<file path="config.mk">
export PLATFORM = sky130hd
export DESIGN_NAME = digital_core
export DESIGN_NICKNAME = d
export VERILOG_FILES = /design/src/hdl/wbd_pkg.sv /design/src/hdl/digital_core.sv /design/src/hdl/glbl_cfg.sv /design/src/hdl/wb_interconnect.sv /design/src/hdl/wb_host.sv
export SDC_FILE = /design/constraint.sdc
export NUM_CORES = 1
export LEC_CHECK = 0
export ABC_AREA = 1
export BUFFER_PORTS_ARGS = -buffer_cell sky130_fd_sc_hd__buf_4
export CORE_ASPECT_RATIO = 0.75
export CORE_MARGIN = 4
export CORE_UTILIZATION = 40
export CTS_BUF_LIST = sky130_fd_sc_hd__clkbuf_4 sky130_fd_sc_hd__clkbuf_8 sky130_fd_sc_hd__clkbuf_16
export DETAILED_ROUTE_END_ITERATION = 8
export GPL_TIMING_DRIVEN = 0
export REMOVE_ABC_BUFFERS = 1
export SLEW_MARGIN = 20
export SYNTH_ARGS = -nofsm -noshare
export SYNTH_HDL_FRONTEND = slang
export SYNTH_SLANG_ARGS = --single-unit
export TNS_END_PERCENT = 20
</file>
<file path="constraint.sdc">
create_clock -name wb_clk_i -period 5 [get_ports wb_clk_i]
set_input_delay 0.5 -clock wb_clk_i [delete_from_list [all_inputs] [get_ports wb_clk_i]]
set_output_delay 0.5 -clock wb_clk_i [all_outputs]
set_load 0.005 [all_outputs]
</file>
<file path="src/hdl/wbd_pkg.sv">
package wbd_pkg;

    //----------------------------------------------------------------------
    // bus widths
    //----------------------------------------------------------------------
    localparam int WB_WIDTH = 32;            // address and data
    localparam int WB_SEL_W = WB_WIDTH / 8;  // one select per byte lane

    // request, stb stands for cyc and stb together
    typedef struct packed {
        logic                stb;
        logic                we;
        logic [WB_WIDTH-1:0] adr;
        logic [WB_WIDTH-1:0] dat;
        logic [WB_SEL_W-1:0] sel;
    } wb_req_t;

    typedef struct packed {
        logic                ack;
        logic                err;
        logic [WB_WIDTH-1:0] dat;
    } wb_rsp_t;

    //----------------------------------------------------------------------
    // chip control fields
    //----------------------------------------------------------------------
    typedef struct packed {
        logic [3:0] rsvd;           // spare, stored and read back
        logic       sdram_rst_n;
        logic       spi_rst_n;
        logic       cpu_rst_n;
        logic       wbd_int_rst_n;  // interconnect + global regs
    } glb_ctrl_t;

    // clk_ctrl1, wi sits in the low nibble
    typedef struct packed {
        logic [3:0] wh;
        logic [3:0] glbl;
        logic [3:0] sdram;
        logic [3:0] spi;
        logic [3:0] uart;
        logic [3:0] riscv;
        logic [3:0] wi;
    } clk_skew_t;

    typedef struct packed {
        logic [3:0] sp_co;  // spi clock out
        logic [3:0] sd_ci;  // sdram clock in
        logic [3:0] sd_co;  // sdram clock out
    } pad_skew_t;

    typedef struct packed {
        logic       soft_irq;
        logic [2:0] user_irq;
    } irq_reg_t;

    //----------------------------------------------------------------------
    // register map
    //----------------------------------------------------------------------
    localparam logic [1:0] HOST_REG_GLB_CTRL  = 2'd0;  // host adr[3:2]
    localparam logic [1:0] HOST_REG_CLK_CTRL1 = 2'd1;
    localparam logic [1:0] HOST_REG_CLK_CTRL2 = 2'd2;
    localparam logic [1:0] HOST_REG_BANK_SEL  = 2'd3;
    localparam int         HOST_LOCAL_BIT     = 23;

    localparam logic [3:0] REGION_SPIM  = 4'd0;  // core adr[31:28]
    localparam logic [3:0] REGION_GLBL  = 4'd1;
    localparam logic [3:0] REGION_SDRAM = 4'd2;
    localparam logic [3:0] REGION_UART  = 4'd3;

    localparam logic [1:0] GLBL_REG_CHIP_ID = 2'd0;  // core adr[3:2]
    localparam logic [1:0] GLBL_REG_MHARTID = 2'd1;
    localparam logic [1:0] GLBL_REG_IRQ     = 2'd2;

    // byte selects widened to a bit mask
    function automatic logic [WB_WIDTH-1:0] be_mask(input logic [WB_SEL_W-1:0] sel);
        logic [WB_WIDTH-1:0] m;
        for (int i = 0; i < WB_SEL_W; i++) begin
            m[i*8 +: 8] = {8{sel[i]}};
        end
        return m;
    endfunction

endpackage
</file>
<file path="src/hdl/digital_core.sv">
`timescale 1ns/100ps

module digital_core #(
    parameter logic [31:0] CHIP_ID = 32'h5946_0001,
    parameter bit          STAGED  = 1'b1
) (
    input  logic                         wb_clk_i,   // system clock
    input  logic                         rst_n_i,    // sync, active low
    // host wishbone port
    input  logic                         wbs_cyc_i,
    input  logic                         wbs_stb_i,
    input  logic                         wbs_we_i,
    input  logic [wbd_pkg::WB_WIDTH-1:0] wbs_adr_i,
    input  logic [wbd_pkg::WB_WIDTH-1:0] wbs_dat_i,
    input  logic [wbd_pkg::WB_SEL_W-1:0] wbs_sel_i,
    output logic [wbd_pkg::WB_WIDTH-1:0] wbs_dat_o,
    output logic                         wbs_ack_o,
    output logic                         wbs_err_o,
    // config fields, consumers outside this core
    output wbd_pkg::glb_ctrl_t           glb_ctrl_o,
    output wbd_pkg::clk_skew_t           clk_skew_o,
    output wbd_pkg::pad_skew_t           pad_skew_o,
    output logic [2:0]                   user_irq_o,
    output logic                         soft_irq_o,
    output logic [31:0]                  mhartid_o
);

    wbd_pkg::wb_req_t host_req;  // bridge -> interconnect
    wbd_pkg::wb_rsp_t host_rsp;
    wbd_pkg::wb_req_t glbl_req;  // interconnect -> global regs
    wbd_pkg::wb_rsp_t glbl_rsp;
    logic             wbd_int_rst_n;

    // interconnect side held in reset until the host releases it
    assign wbd_int_rst_n = rst_n_i & glb_ctrl_o.wbd_int_rst_n;

    //----------------------------------------------------------------------
    // host bridge
    //----------------------------------------------------------------------
    wb_host u_wb_host (
        .clk_i      (wb_clk_i),
        .rst_n_i    (rst_n_i),
        .wbm_cyc_i  (wbs_cyc_i),
        .wbm_stb_i  (wbs_stb_i),
        .wbm_we_i   (wbs_we_i),
        .wbm_adr_i  (wbs_adr_i),
        .wbm_dat_i  (wbs_dat_i),
        .wbm_sel_i  (wbs_sel_i),
        .wbm_dat_o  (wbs_dat_o),
        .wbm_ack_o  (wbs_ack_o),
        .wbm_err_o  (wbs_err_o),
        .wbs_req_o  (host_req),
        .wbs_rsp_i  (host_rsp),
        .glb_ctrl_o (glb_ctrl_o),
        .clk_skew_o (clk_skew_o),
        .pad_skew_o (pad_skew_o)
    );

    wb_interconnect #(
        .STAGED (STAGED)
    ) u_intercon (
        .clk_i      (wb_clk_i),
        .rst_n_i    (wbd_int_rst_n),
        .m_req_i    (host_req),
        .m_rsp_o    (host_rsp),
        .glbl_req_o (glbl_req),
        .glbl_rsp_i (glbl_rsp)
    );

    // chip id, hart id, irq controls
    glbl_cfg #(
        .CHIP_ID (CHIP_ID)
    ) u_glbl_cfg (
        .clk_i      (wb_clk_i),
        .rst_n_i    (wbd_int_rst_n),
        .req_i      (glbl_req),
        .rsp_o      (glbl_rsp),
        .mhartid_o  (mhartid_o),
        .user_irq_o (user_irq_o),
        .soft_irq_o (soft_irq_o)
    );

endmodule

</file>
<file path="src/hdl/glbl_cfg.sv">
`timescale 1ns/100ps

module glbl_cfg #(
    parameter logic [31:0] CHIP_ID = 32'h0
) (
    input  logic             clk_i,
    input  logic             rst_n_i,
    // register bus
    input  wbd_pkg::wb_req_t req_i,
    output wbd_pkg::wb_rsp_t rsp_o,
    // risc config, consumers dropped
    output logic [31:0]      mhartid_o,
    output logic [2:0]       user_irq_o,
    output logic             soft_irq_o
);

    logic [31:0]       mhartid;   // hart id fuse
    wbd_pkg::irq_reg_t irq;
    logic              acc;       // access taken this cycle
    logic [1:0]        reg_idx;
    logic [31:0]       wmask;
    logic [31:0]       rdata;

    // stb is still high in the ack cycle, do not take it twice
    assign acc     = req_i.stb & ~rsp_o.ack;
    assign reg_idx = req_i.adr[3:2];
    assign wmask   = wbd_pkg::be_mask(req_i.sel);

    //----------------------------------------------------------------------
    // register write
    //----------------------------------------------------------------------
    always_ff @(posedge clk_i) begin
        if (!rst_n_i) begin
            mhartid <= '0;
            irq     <= '0;
        end else if (acc && req_i.we) begin
            case (reg_idx)
                wbd_pkg::GLBL_REG_MHARTID:
                    mhartid <= (mhartid & ~wmask) | (req_i.dat & wmask);
                wbd_pkg::GLBL_REG_IRQ:
                    if (req_i.sel[0]) begin
                        irq <= req_i.dat[3:0];  // only defined bits kept
                    end
                default: ;  // chip id read only, write just acked
            endcase
        end
    end

    // read mux
    always_comb begin
        case (reg_idx)
            wbd_pkg::GLBL_REG_CHIP_ID: rdata = CHIP_ID;
            wbd_pkg::GLBL_REG_MHARTID: rdata = mhartid;
            wbd_pkg::GLBL_REG_IRQ:     rdata = {28'h0, irq};
            default:                   rdata = '0;
        endcase
    end

    //----------------------------------------------------------------------
    // one cycle registered ack
    //----------------------------------------------------------------------
    always_ff @(posedge clk_i) begin
        if (!rst_n_i) begin
            rsp_o.ack <= 1'b0;
            rsp_o.err <= 1'b0;
        end else begin
            rsp_o.ack <= acc;
            rsp_o.err <= 1'b0;  // every index answers
        end
        rsp_o.dat <= rdata;
    end

    assign mhartid_o  = mhartid;
    assign user_irq_o = irq.user_irq;
    assign soft_irq_o = irq.soft_irq;

    // master lets go of stb right after the ack
    a_ack_pulse: assert property (@(posedge clk_i) disable iff (!rst_n_i)
        rsp_o.ack |=> !req_i.stb);

endmodule

</file>
<file path="src/hdl/wb_interconnect.sv">
`timescale 1ns/100ps

module wb_interconnect #(
    parameter bit STAGED = 1'b1  // registered request and response stages
) (
    input  logic             clk_i,
    input  logic             rst_n_i,      // tied to the interconnect reset bit
    // master, host bridge
    input  wbd_pkg::wb_req_t m_req_i,
    output wbd_pkg::wb_rsp_t m_rsp_o,
    // slave, global config block
    output wbd_pkg::wb_req_t glbl_req_o,
    input  wbd_pkg::wb_rsp_t glbl_rsp_i
);

    wbd_pkg::wb_req_t s_req;     // request on the slave side
    wbd_pkg::wb_rsp_t s_rsp;     // response ahead of the response stage
    logic [3:0]       region;    // adr[31:28] of current transfer
    logic             glbl_sel;

    assign glbl_sel = (region == wbd_pkg::REGION_GLBL);

    //----------------------------------------------------------------------
    // slave decode
    //----------------------------------------------------------------------
    always_comb begin
        glbl_req_o     = s_req;
        glbl_req_o.stb = s_req.stb & glbl_sel;  // other slaves are gone
    end

    // spim, sdram, uart and unknown regions are holes, answer err
    always_comb begin
        if (glbl_sel) begin
            s_rsp = glbl_rsp_i;
        end else begin
            s_rsp.ack = 1'b0;
            s_rsp.err = s_req.stb;
            s_rsp.dat = '0;
        end
    end

    generate
        if (STAGED) begin : g_staged
            logic pend;  // master request accepted, response not yet given

            // request stage, region held for the whole transfer
            always_ff @(posedge clk_i) begin
                if (!rst_n_i) begin
                    pend      <= 1'b0;
                    s_req.stb <= 1'b0;
                end else begin
                    if (m_req_i.stb && !pend) begin
                        pend   <= 1'b1;
                        s_req  <= m_req_i;
                        region <= m_req_i.adr[31:28];
                    end else if (s_rsp.ack || s_rsp.err) begin
                        s_req.stb <= 1'b0;
                    end
                    if (m_rsp_o.ack || m_rsp_o.err) begin
                        pend <= 1'b0;  // master drops stb now
                    end
                end
            end

            // response stage
            always_ff @(posedge clk_i) begin
                if (!rst_n_i) begin
                    m_rsp_o.ack <= 1'b0;
                    m_rsp_o.err <= 1'b0;
                end else begin
                    m_rsp_o.ack <= s_rsp.ack;
                    m_rsp_o.err <= s_rsp.err;
                end
                m_rsp_o.dat <= s_rsp.dat;
            end

            a_rsp_needs_req: assert property (@(posedge clk_i) disable iff (!rst_n_i)
                (m_rsp_o.ack || m_rsp_o.err) |-> pend);
        end else begin : g_comb
            // plain pass through, err comes back in the request cycle
            assign s_req   = m_req_i;
            assign region  = m_req_i.adr[31:28];
            assign m_rsp_o = s_rsp;
        end
    endgenerate

    // slave strobe only while the master still holds a global region address
    a_glbl_region: assert property (@(posedge clk_i) disable iff (!rst_n_i)
        glbl_req_o.stb |-> m_req_i.stb && m_req_i.adr[31:28] == wbd_pkg::REGION_GLBL);

endmodule

</file>
<file path="src/hdl/wb_host.sv">
`timescale 1ns/100ps

module wb_host (
    input  logic                         clk_i,
    input  logic                         rst_n_i,
    // host port
    input  logic                         wbm_cyc_i,
    input  logic                         wbm_stb_i,
    input  logic                         wbm_we_i,
    input  logic [wbd_pkg::WB_WIDTH-1:0] wbm_adr_i,
    input  logic [wbd_pkg::WB_WIDTH-1:0] wbm_dat_i,
    input  logic [wbd_pkg::WB_SEL_W-1:0] wbm_sel_i,
    output logic [wbd_pkg::WB_WIDTH-1:0] wbm_dat_o,
    output logic                         wbm_ack_o,
    output logic                         wbm_err_o,
    // toward interconnect
    output wbd_pkg::wb_req_t             wbs_req_o,
    input  wbd_pkg::wb_rsp_t             wbs_rsp_i,
    // chip control
    output wbd_pkg::glb_ctrl_t           glb_ctrl_o,
    output wbd_pkg::clk_skew_t           clk_skew_o,
    output wbd_pkg::pad_skew_t           pad_skew_o
);

    wbd_pkg::glb_ctrl_t          glb_ctrl;    // per block resets
    logic [wbd_pkg::WB_WIDTH-1:0] clk_ctrl1;
    logic [wbd_pkg::WB_WIDTH-1:0] clk_ctrl2;
    logic [7:0]                   bank_sel;    // core adr[31:24]

    logic                         acc;         // new access seen
    logic                         acc_local;
    logic                         acc_fwd;
    logic                         fwd_refuse;  // interconnect still in reset
    logic                         fwd_done;
    logic [1:0]                   reg_idx;
    logic [wbd_pkg::WB_WIDTH-1:0] wmask;
    logic [wbd_pkg::WB_WIDTH-1:0] local_rdata;

    // no new access while a response is out or a forward is in flight
    assign acc        = wbm_cyc_i & wbm_stb_i & ~wbm_ack_o & ~wbm_err_o & ~wbs_req_o.stb;
    assign acc_local  = acc & wbm_adr_i[wbd_pkg::HOST_LOCAL_BIT];
    assign acc_fwd    = acc & ~wbm_adr_i[wbd_pkg::HOST_LOCAL_BIT];
    assign fwd_refuse = acc_fwd & ~glb_ctrl.wbd_int_rst_n;
    assign fwd_done   = wbs_req_o.stb & (wbs_rsp_i.ack | wbs_rsp_i.err);
    assign reg_idx    = wbm_adr_i[3:2];
    assign wmask      = wbd_pkg::be_mask(wbm_sel_i);

    //----------------------------------------------------------------------
    // local control registers
    //----------------------------------------------------------------------
    always_ff @(posedge clk_i) begin
        if (!rst_n_i) begin
            glb_ctrl  <= '0;  // every block held in reset
            clk_ctrl1 <= '0;
            clk_ctrl2 <= '0;
            bank_sel  <= '0;
        end else if (acc_local && wbm_we_i) begin
            case (reg_idx)
                wbd_pkg::HOST_REG_GLB_CTRL:
                    glb_ctrl <= (glb_ctrl & ~wmask[7:0]) | (wbm_dat_i[7:0] & wmask[7:0]);
                wbd_pkg::HOST_REG_CLK_CTRL1:
                    clk_ctrl1 <= (clk_ctrl1 & ~wmask) | (wbm_dat_i & wmask);
                wbd_pkg::HOST_REG_CLK_CTRL2:
                    clk_ctrl2 <= (clk_ctrl2 & ~wmask) | (wbm_dat_i & wmask);
                default:
                    bank_sel <= (bank_sel & ~wmask[7:0]) | (wbm_dat_i[7:0] & wmask[7:0]);
            endcase
        end
    end

    always_comb begin
        case (reg_idx)
            wbd_pkg::HOST_REG_GLB_CTRL:  local_rdata = {24'h0, glb_ctrl};
            wbd_pkg::HOST_REG_CLK_CTRL1: local_rdata = clk_ctrl1;
            wbd_pkg::HOST_REG_CLK_CTRL2: local_rdata = clk_ctrl2;
            default:                     local_rdata = {24'h0, bank_sel};
        endcase
    end

    //----------------------------------------------------------------------
    // forwarded request, held until the core side answers
    //----------------------------------------------------------------------
    always_ff @(posedge clk_i) begin
        if (!rst_n_i) begin
            wbs_req_o.stb <= 1'b0;
        end else if (acc_fwd && glb_ctrl.wbd_int_rst_n) begin
            wbs_req_o.stb <= 1'b1;
            wbs_req_o.we  <= wbm_we_i;
            wbs_req_o.adr <= {bank_sel, wbm_adr_i[23:0]};  // bank extended address
            wbs_req_o.dat <= wbm_dat_i;
            wbs_req_o.sel <= wbm_sel_i;
        end else if (fwd_done) begin
            wbs_req_o.stb <= 1'b0;  // low the cycle after the response
        end
    end

    // host response register
    always_ff @(posedge clk_i) begin
        if (!rst_n_i) begin
            wbm_ack_o <= 1'b0;
            wbm_err_o <= 1'b0;
        end else begin
            wbm_ack_o <= acc_local | (fwd_done & wbs_rsp_i.ack);
            wbm_err_o <= fwd_refuse | (fwd_done & wbs_rsp_i.err);
        end
        if (acc_local) begin
            wbm_dat_o <= local_rdata;
        end else if (fwd_done) begin
            wbm_dat_o <= wbs_rsp_i.dat;
        end
    end

    assign glb_ctrl_o = glb_ctrl;
    assign clk_skew_o = clk_ctrl1[27:0];  // top nibble has no consumer
    assign pad_skew_o = clk_ctrl2[11:0];

    a_host_one_kind: assert property (@(posedge clk_i) disable iff (!rst_n_i)
        !(wbm_ack_o && wbm_err_o));

    // core side answers only a request that is still up
    a_fwd_rsp: assert property (@(posedge clk_i) disable iff (!rst_n_i)
        (wbs_rsp_i.ack || wbs_rsp_i.err) |-> wbs_req_o.stb);

endmodule

</file>
==> key figures, run 1 <==
Status
  • Status: completed

Global route
  • Vias in the first global route: 8159
  • Antenna violations before repair: 0
  • Global-route wire length before repair: 48200 um
  • Gr usage total: 19.3%
  • Largest net degree at the start of global routing: 83
  • GR Overflow Total: 0

Clock tree
  • Sink Count: 306
  • Post-CTS Resized: 0
  • Skew-Pair Late Insertion Delay: 0.56 ns
  • Root buffer cell: clkbuf_16
  • Clock buffer count from CTS: 31
  • Clock slew at reported path FFs: 0.06 ns
  • CTS Hold Bufs: 0
  • CTS max path bufs: 3
  • Post-CTS Setup Bufs: 0
  • TritonCTS clock tree: built
  • H-tree depth: 1

Floorplanning
  • Die H: 156 um
  • Initial core utilization: 40.5%
  • Row count: 54
  • Die Wd: 206 um
  • DIE AREA: 32200 um2
  • Floorplan core area: 29100 um2
  • I/O Pins: 191

Critical path
  • CP Data Required Time: 5.43 ns
  • Critical path peak fanout: 37
  • Crit Path Class: register to register
  • CP Launch Type: register
  • Worst path arrival time: 3.62 ns
  • Crit path capture type: register

Finish
  • Filler instances: 2735
  • Commonest non-fill, non-tap cell in the layout: nor2_1
  • Commonest non-fill, non-tap cells in the layout: nor2_1, nand2_1, dfxtp_1
  • Fin area: 14200 um2
  • # diodes: 0
  • Finished Layout Cells: 1817
  • Total Nets Final: 1473
  • Share of layout cells above drive strength 1: 18.2%
  • P&R area growth vs syn: 20.9%

Logic synthesis
  • Synthesized area: 11800 um2
  • Cell variety after synth: 27
  • YS warnings: 0
  • Seq cells post-synth: 306
  • Syn Inst Count: 1292
  • Syn Area/Cell: 9.10 um2
  • Seq/Total Area, Yosys: 62.1%

Timing
  • Clock skew: 0.0259 ns
  • Final hold slack: 0.129 ns
  • Tightest Pin Transition: 1.12 ns
  • Hold Vio Cnt, Final: 0
  • F_max: 313 MHz
  • RSZ-0062 raised after global routing: false
  • Final Slew Violations: 0
  • Final setup viols: 0
  • Post-route setup slack: 1.80 ns
  • Minimum clock period: 3.20 ns
  • Worst slew margin: 25.2%
  • Fin crit share: 64.0%

Routing
  • Via density: 4.75
  • Final ANT Viol Nets: 0
  • Pre-Repair DR Iteration Count: 4
  • Remaining DRCs: 0
  • Via count: 8639
  • Final WL: 31600 um
  • Wire length per cell: 17.4 um
  • Initial DRC count: 673

Hold path
  • Hold crit path type: input port to register

Placement
  • GP Congestion: 0.849
  • DP HPWL: 21000 um
  • Placed Area: 13100 um2
  • Inst Count DP: 1759
  • Pre-CTS WS: 1.75 ns
  • Buffers on Ports: 161

Power
  • Leak: 5.79 nW
  • PwrDens: 375 nW/um2
  • Peak VDD IR: 0.236 mV

Run
  • Max cap viols: 0
==> power breakdown <==
part           leakage, nW  internal, mW  switching [mW]
sequential            2.58          2.59         0.00645
clock                0.572          1.60           0.959
combinational         2.63        0.0583           0.113
total                 5.79          4.25            1.08
==> cell usage after synthesis <==
cell,instances,share of area [%]
nor2_1,309,9.9
nand2_1,248,7.9
dfxtp_1,188,32
inv_1,135,4.3
edfxtp_1,118,30
nand3_1,94,4.0
buf_4,40,2.6
a22o_1,26,1.9
clkbuf_1,26,0.83
nand4_1,21,1.1
buf_2,15,0.64
nor2_4,13,1.2
o21ai_0,12,0.51
a21oi_1,11,0.47
buf_1,8,0.26
buf_6,7,0.67
inv_2,4,0.13
nor2_2,4,0.21
nand4_2,3,0.32
nor3_1,3,0.13
nand3_4,1,0.15
nand3b_1,1,0.064
nand4_4,1,0.18
nor3_4,1,0.14
o2111ai_1,1,0.075
o211a_1,1,0.085
or2_2,1,0.053
==> layout make-up <==
class | instances | area [um2] | area share (%)
clock buffer | 41 | 882 | 6.20
multi-input combinational | 751 | 3380 | 23.8
clock inverter | 17 | 268 | 1.88
inverter | 139 | 522 | 3.67
sequential | 306 | 7310 | 51.4
timing repair buffer | 171 | 1370 | 9.65
tap | 392 | 490 | 3.45
==> critical path, cell delays in order (launching register included) <==
cell and delay (ns):
edfxtp_1 0.39, nor2_2 0.16, nand3_4 0.45, nor3_4 1.03, nand3_1 0.69, nor2_1 0.27, nor2_1 0.07
==> routing by layer <==
metal | share of wire [%] | global-route usage, % | wire (um) | vias up
met5 | 0 | 0 | 0 | -
met4 | 2.0 | 4.02 | 631 | 0
met3 | 6.0 | 3.38 | 1910 | 41
met2 | 44 | 29.8 | 14000 | 256
met1 | 48 | 28.8 | 15100 | 4072
li1 | - | - | - | 4270
==> kinds of logic after synthesis <==
kind of cell,Yosys count,share of synthesized area [%]
buffers and inverters,235,9.39
DFF,306,62.1
AOI/OAI and AO/OA,51,3.08
and+or+nand+nor,700,25.4
==> through the flow <==
step	setup TNS (ns)	total power [mW]	utilization, %
2_1_floorplan	0	2.71	-
3_3_place_gp	-96.76	2.81	44.3
3_5_place_dp	0	2.82	45.0
4_1_cts	0	5.37	48.9
5_1_grt	0	5.49	48.9
6_report	0	5.33	48.9
==> path summary, 6_finish.rpt <==
| kind | depth (start not counted) | to | slack, ns | start |
|---|---|---|---|---|
| setup / recovery | 6 | register | 1.80 | u_intercon.region[3] |
| hold / removal | 1 | u_wb_host.wbs_req_o[33] | 0.13 | wbs_dat_i[29] |
| setup reg to reg | 6 | register | 1.80 | u_intercon.region[3] |
| hold reg to reg | 2 | u_intercon.m_rsp_o[31] | 0.40 | u_glbl_cfg.rsp_o[31] |
No activity file was read; power rests on OpenSTA's default activity.
==> run 2, diff against run 1 <==
ABC_AREA = 0   (was 1)
clock period = 3.35 ns   (was 5 ns; I/O delays follow)
==> key figures, run 2 <==
Clock tree
  • TritonCTS clock tree: built
  • Clock buffer count from CTS: 30
  • Clock slew at reported path FFs: 0.06 ns
  • Root buffer cell: clkbuf_16
  • CTS max path bufs: 3
  • Skew-Pair Late Insertion Delay: 0.54 ns
  • Sink Count: 306
  • Post-CTS Setup Bufs: 0
  • H-tree depth: 1

Run
  • Max cap viols: 0

Power
  • Leak: 5.11 nW
  • Switching share of power: 20.3%
  • Share of power burned in registers: 51.0%
  • PwrDens: 530 nW/um2
  • Peak VDD IR: 0.363 mV
  • Clock power frac: 45.4%
  • Sw power: 1.54 mW
  • Pint: 6.04 mW
  • Comb pwr share: 3.5%

Timing
  • Setup tns final: 0 ns
  • RSZ-0062 raised after global routing: false
  • Worst slew margin: 27.0%
  • F_max: 366 MHz
  • Clock skew: 0.00941 ns
  • Post-route setup slack: 0.620 ns
  • Tightest Pin Transition: 1.09 ns
  • Hold Vio Cnt, Final: 0
  • Final Slew Violations: 0
  • Fin crit share: 81.5%
  • Minimum clock period: 2.73 ns
  • Final setup viols: 0

Finish
  • Total Nets Final: 1155
  • Commonest non-fill, non-tap cells in the layout: dfxtp_1, nand2_1, buf_4
  • Commonest non-fill, non-tap cell in the layout: dfxtp_1
  • Finished Layout Cells: 1491
  • Filler instances: 2491
  • Fin area: 14300 um2
  • Share of layout cells above drive strength 1: 25.7%
  • Register area: 7310 um2
  • # diodes: 0
  • Final core utilization: 51.1%
  • Multi-input gate area: 3580 um2
  • P&R area growth vs syn: 25.8%

Logic synthesis
  • Top post-synthesis cells by count: dfxtp_1, nand2_1, edfxtp_1
  • Syn Inst Count: 922
  • Synthesized area: 11400 um2
  • Seq/Total Area, Yosys: 64.3%
  • Ys async rst share: 0%
  • Cell variety after synth: 35
  • YS warnings: 0
  • Number of flops mapped to enable cells by yosys: 118
  • Top_reg_cell synth: dfxtp_1
  • Largest area contributor in the netlist: dfxtp_1
  • Area contributors post-synth: dfxtp_1, edfxtp_1, mux2i_1
  • Post-synth top area share: 33.1%
  • Seq cells post-synth: 306
  • Most common cell in the netlist: dfxtp_1
  • Syn Area/Cell: 12.3 um2

Critical path
  • Worst-path cell chain: buf_6, nand2_1, nor4_2, buf_2, buf_4, buf_4, buf_2
  • Worst path max stage delay: 0.63 ns
  • R2r worst-path depth: 5
  • Critical path peak fanout: 116
  • CP Data Required Time: 3.59 ns
  • Worst r2r src: u_wb_host.wbs_req_o[69]
  • Critical path's slowest cell: buf_6
  • Crit path capture type: register
  • Worst path arrival time: 2.97 ns
  • Flop2flop setup slack: 0.76 ns
  • CP Launch Type: input port
  • Crit Path Class: input port to register
  • Critical R2R Capture: u_wb_host.wbm_dat_o[26]

Placement
  • DP HPWL: 18800 um
  • Inst Count DP: 1399
  • GP Congestion: 0.731
  • Pre-CTS WS: 0.0727 ns
  • Buffers on Ports: 161
  • Placed Area: 12900 um2

Floorplanning
  • DIE AREA: 31200 um2
  • Row count: 53
  • Die H: 154 um
  • Floorplan core area: 28000 um2
  • Die Wd: 203 um
  • Initial core utilization: 40.6%
  • I/O Pins: 191

Hold path
  • Hold wc startpoint: wbs_we_i
  • Min-Delay Path Depth: 1
  • Worst Hold Path EP: u_wb_host.wbs_req_o[68]
  • Hold crit path type: input port to register

Global route
  • Antenna violations before repair: 0
  • Global-route wire length before repair: 44100 um
  • Gr usage total: 18.0%
  • GR Overflow Total: 0
  • Vias in the first global route: 7308
  • Largest net degree at the start of global routing: 117

Routing
  • Remaining DRCs: 0
  • Wire length per cell: 19.3 um
  • Final ANT Viol Nets: 0
  • Pre-Repair DR Iteration Count: 5
  • Final WL: 28800 um
  • Via density: 4.96
  • Initial DRC count: 435
  • Via count: 7398

Status
  • Status: completed
[run 2: cell type report]
| class | instances | share of cell area (%) |
|---|---|---|
| clock buffer | 50 | 6.85 |
| clock inverter | 6 | 0.368 |
| inverter | 7 | 0.184 |
| multi-input combinational | 514 | 25.0 |
| sequential | 306 | 51.1 |
| tap | 385 | 3.37 |
| timing repair buffer | 223 | 13.1 |
[run 2: routing by layer]
layer	GRT usage, %	vias up	wire length, um
met1	26.1	3631	13900
met2	28.1	208	12600
met4	3.72	0	569
li1	-	3513	-
met3	3.75	46	1650
met5	0	-	0
[run 2: cell families (layout without fill, tap and decap cells)]
logic type             count (synthesis)  in the layout  share of synthesized area, %
AND/OR/NAND/NOR                      285            285                          13.5
buffers and inverters                102            286                          4.86
multiplexers                         124            124                          11.9
flip-flops                           306            306                          64.3
AO/OA/AOI/OAI                        105            105                          5.51
[run 2: repair_timing]
action | in CTS | in global routing
hold endpoints to repair | 36 | 0
hold buffers | 36 | 0
gates resized for setup | 0 | 0
[run 2: worst max path at each step]
stage                                        from                 endpoint  cells after the start
after CTS                                 rst_n_i  u_wb_host.wbs_req_o[20]                      7
after global routing                      rst_n_i  u_wb_host.wbs_req_o[22]                      7
after global placement    u_wb_host.wbs_req_o[69]  u_wb_host.wbs_req_o[20]                      2
final                                     rst_n_i  u_wb_host.wbs_req_o[20]                      7
after floorplan           u_wb_host.wbs_req_o[69]   u_wb_host.wbs_req_o[0]                      2
after detailed placement                  rst_n_i  u_wb_host.wbs_req_o[20]                      7
[run 2: power groups by stage]
stage / combinational, mW / clock, mW / sequential [mW]
global placement: 0.209 / 0 / 3.95
detailed placement: 0.235 / 0 / 3.95
floorplan: 0.0697 / 0 / 3.95
global route: 0.286 / 3.67 / 3.87
finish: 0.267 / 3.44 / 3.87
CTS: 0.270 / 3.53 / 3.87
[run 2: critical path, delay by kind of cell]
family,cells,cell delay [ns]
buffers and inverters,5,1.49
and+or+nand+nor,2,1.03
[run 2: stage by stage]
step	total power, mW	hold slack (ns)
2_1_floorplan	4.02	0.400
3_3_place_gp	4.16	0.400
3_5_place_dp	4.19	0.405
4_1_cts	7.67	0.00468
5_1_grt	7.82	0.0213
6_report	7.58	0.0321
==> run 3, diff against run 2 <==
ABC_AREA = 1   (was 0)
clock period = 2.2 ns   (was 3.35 ns; I/O delays follow)
==> key figures, run 3 (synthesis results as in run 1) <==
Status
  • Status: completed

Floorplanning
  • DIE AREA: 32200 um2
  • I/O Pins: 191
  • Initial core utilization: 40.5%
  • Floorplan core area: 29100 um2
  • Row count: 54
  • Die H: 156 um
  • Die Wd: 206 um

Global route
  • GR Overflow Total: 0
  • Global-route wire length before repair: 50300 um
  • Antenna violations before repair: 0
  • Largest net degree at the start of global routing: 83
  • Gr usage total: 20.3%
  • Vias in the first global route: 8477

Placement
  • GP Congestion: 0.849
  • DP HPWL: 21000 um
  • Placed Area: 13100 um2
  • Buffers on Ports: 161

Finish
  • Final core utilization: 50.8%
  • Commonest non-fill, non-tap cell in the layout: nor2_1
  • P&R area growth vs syn: 25.4%
  • Commonest non-fill, non-tap cells in the layout: nor2_1, nand2_1, dfxtp_1
  • Filler instances: 2696
  • Share of layout cells above drive strength 1: 18.9%
  • Total Nets Final: 1522
  • # diodes: 0
  • Fin area: 14700 um2

Power
  • Switching share of power: 20.3%
  • Power Total: 12.2 mW
  • Leak: 6.00 nW
  • Pint: 9.70 mW
  • Sw power: 2.47 mW
  • Peak VDD IR: 0.536 mV
  • Share of power burned in registers: 48.5%
  • Clock power frac: 47.8%
  • Comb pwr share: 3.7%
  • PwrDens: 825 nW/um2

Timing
  • Final setup viols: 0
  • Clock skew: 0.0260 ns
  • Minimum clock period: 2.08 ns
  • F_max: 482 MHz
  • Final Slew Violations: 0
  • Worst slew margin: 25.9%
  • Hold Vio Cnt, Final: 0
  • Fin crit share: 94.3%
  • Tightest Pin Transition: 1.11 ns

Routing
  • Remaining DRCs: 0
  • Initial DRC count: 663
  • Wire length per cell: 17.8 um
  • Pre-Repair DR Iteration Count: 5
  • Via count: 8907
  • Final ANT Viol Nets: 0
  • Via density: 4.77
  • Final WL: 33100 um

Clock tree
  • H-tree depth: 1
  • Root buffer cell: clkbuf_16
  • Skew-Pair Late Insertion Delay: 0.56 ns
  • CTS max path bufs: 3
  • Clock slew at reported path FFs: 0.06 ns
  • TritonCTS clock tree: built
  • Sink Count: 306
  • Clock buffer count from CTS: 31

Hold path
  • Hold crit path type: input port to register

Critical path
  • CP bufs+invs: 1
  • Worst path max stage delay: 0.70 ns
  • Worst path arrival time: 2.51 ns
  • Critical path peak fanout: 24
  • Crit path capture type: register
  • Crit Path Class: register to register
  • Critical path's slowest cell: nor2_4
  • CP Launch Type: register
  • Crit-path leading delay family: simple AND/OR/NAND/NOR gates
  • Worst-path cell chain: inv_2, nand2_1, nor2_1, nand4_4, nor2_4, nand3_1, nand2_1, nor2_1
  • CP Data Required Time: 2.64 ns

Run
  • Max cap viols: 0
## run 3: cell types whose count changed in the layout (fill, tap and decap cells not counted), moves of 54 or more
| cell | previous run | this run |
|---|---|---|
| and2_1 | 54 | 0 |
| inv_1 | 7 | 134 |
| mux2i_1 | 108 | 0 |
| nand2_1 | 179 | 246 |
| nand3_1 | 0 | 91 |
| nor2_1 | 4 | 305 |
## run 3: path summary, 6_finish.rpt
path / cells after the start / slack [ns] / end / from
min reg2reg: 2 / 0.40 / u_intercon.m_rsp_o[31] / u_glbl_cfg.rsp_o[31]
max reg2reg: 8 / 0.12 / register / u_wb_host.wbs_req_o[69]
max: 8 / 0.12 / register / u_wb_host.wbs_req_o[69]
min: 1 / 0.03 / u_wb_host.wbs_req_o[3] / wbs_sel_i[3]
## run 3: worst reg2reg max path: stages, from the launching register on
cell and delay (ns):
dfxtp_1 0.34, inv_2 0.09, nand2_1 0.10, nor2_1 0.20
nand4_4 0.19, nor2_4 0.70, nand3_1 0.19, nand2_1 0.11
nor2_1 0.04
## run 3: repair_timing
action / in CTS / in global routing
setup endpoints to repair: 89 / 49
resized for setup: 10 / 5
setup buffers: 7 / 2
hold buffers: 37 / 0
gates cloned: 3 / 0
pin swaps: 3 / 1
endpoints found under the hold margin: 46 / 0
## run 3: layer usage
metal  track usage (%)  routed length, um  up-vias  share of wire [%]
li1                  -                  -     4375                  -
met1              29.8              15400     4198                 47
met2              31.7              14900      295                 45
met3              3.50               2160       39                6.5
met4              4.08                617        0                1.9
met5                 0                  0        -                  0
## run 3: final cells by class
cell class / count / area (um2) / area share (%)
sequential: 306 / 7310 / 49.5
multi-input combinational: 754 / 3460 / 23.4
timing repair buffer: 217 / 1810 / 12.3
clock buffer: 41 / 882 / 5.98
inverter: 139 / 531 / 3.60
tap: 392 / 490 / 3.33
clock inverter: 17 / 268 / 1.82
## run 3: stage by stage
stage	cells	hold slack [ns]	TNS [ns]	setup slack, ns
floorplan	1196	0.319	-128.15	-1.80
global placement	1749	0.396	-537.62	-4.69
detailed placement	1759	0.400	-46.72	-1.05
CTS	1864	0.00259	0	0.0274
global route	1866	0.0275	-0.0159	-0.00802
finish	1866	0.0277	0	0.125
## run 3: power by group through the flow
stage	logic (mW)	registers, mW	clock network (mW)
after CTS	0.442	5.90	5.92
final	0.447	5.90	5.82
after global routing	0.485	5.90	6.16
after floorplan	0.144	6.02	0
after detailed placement	0.385	6.02	0
after global placement	0.368	6.03	0
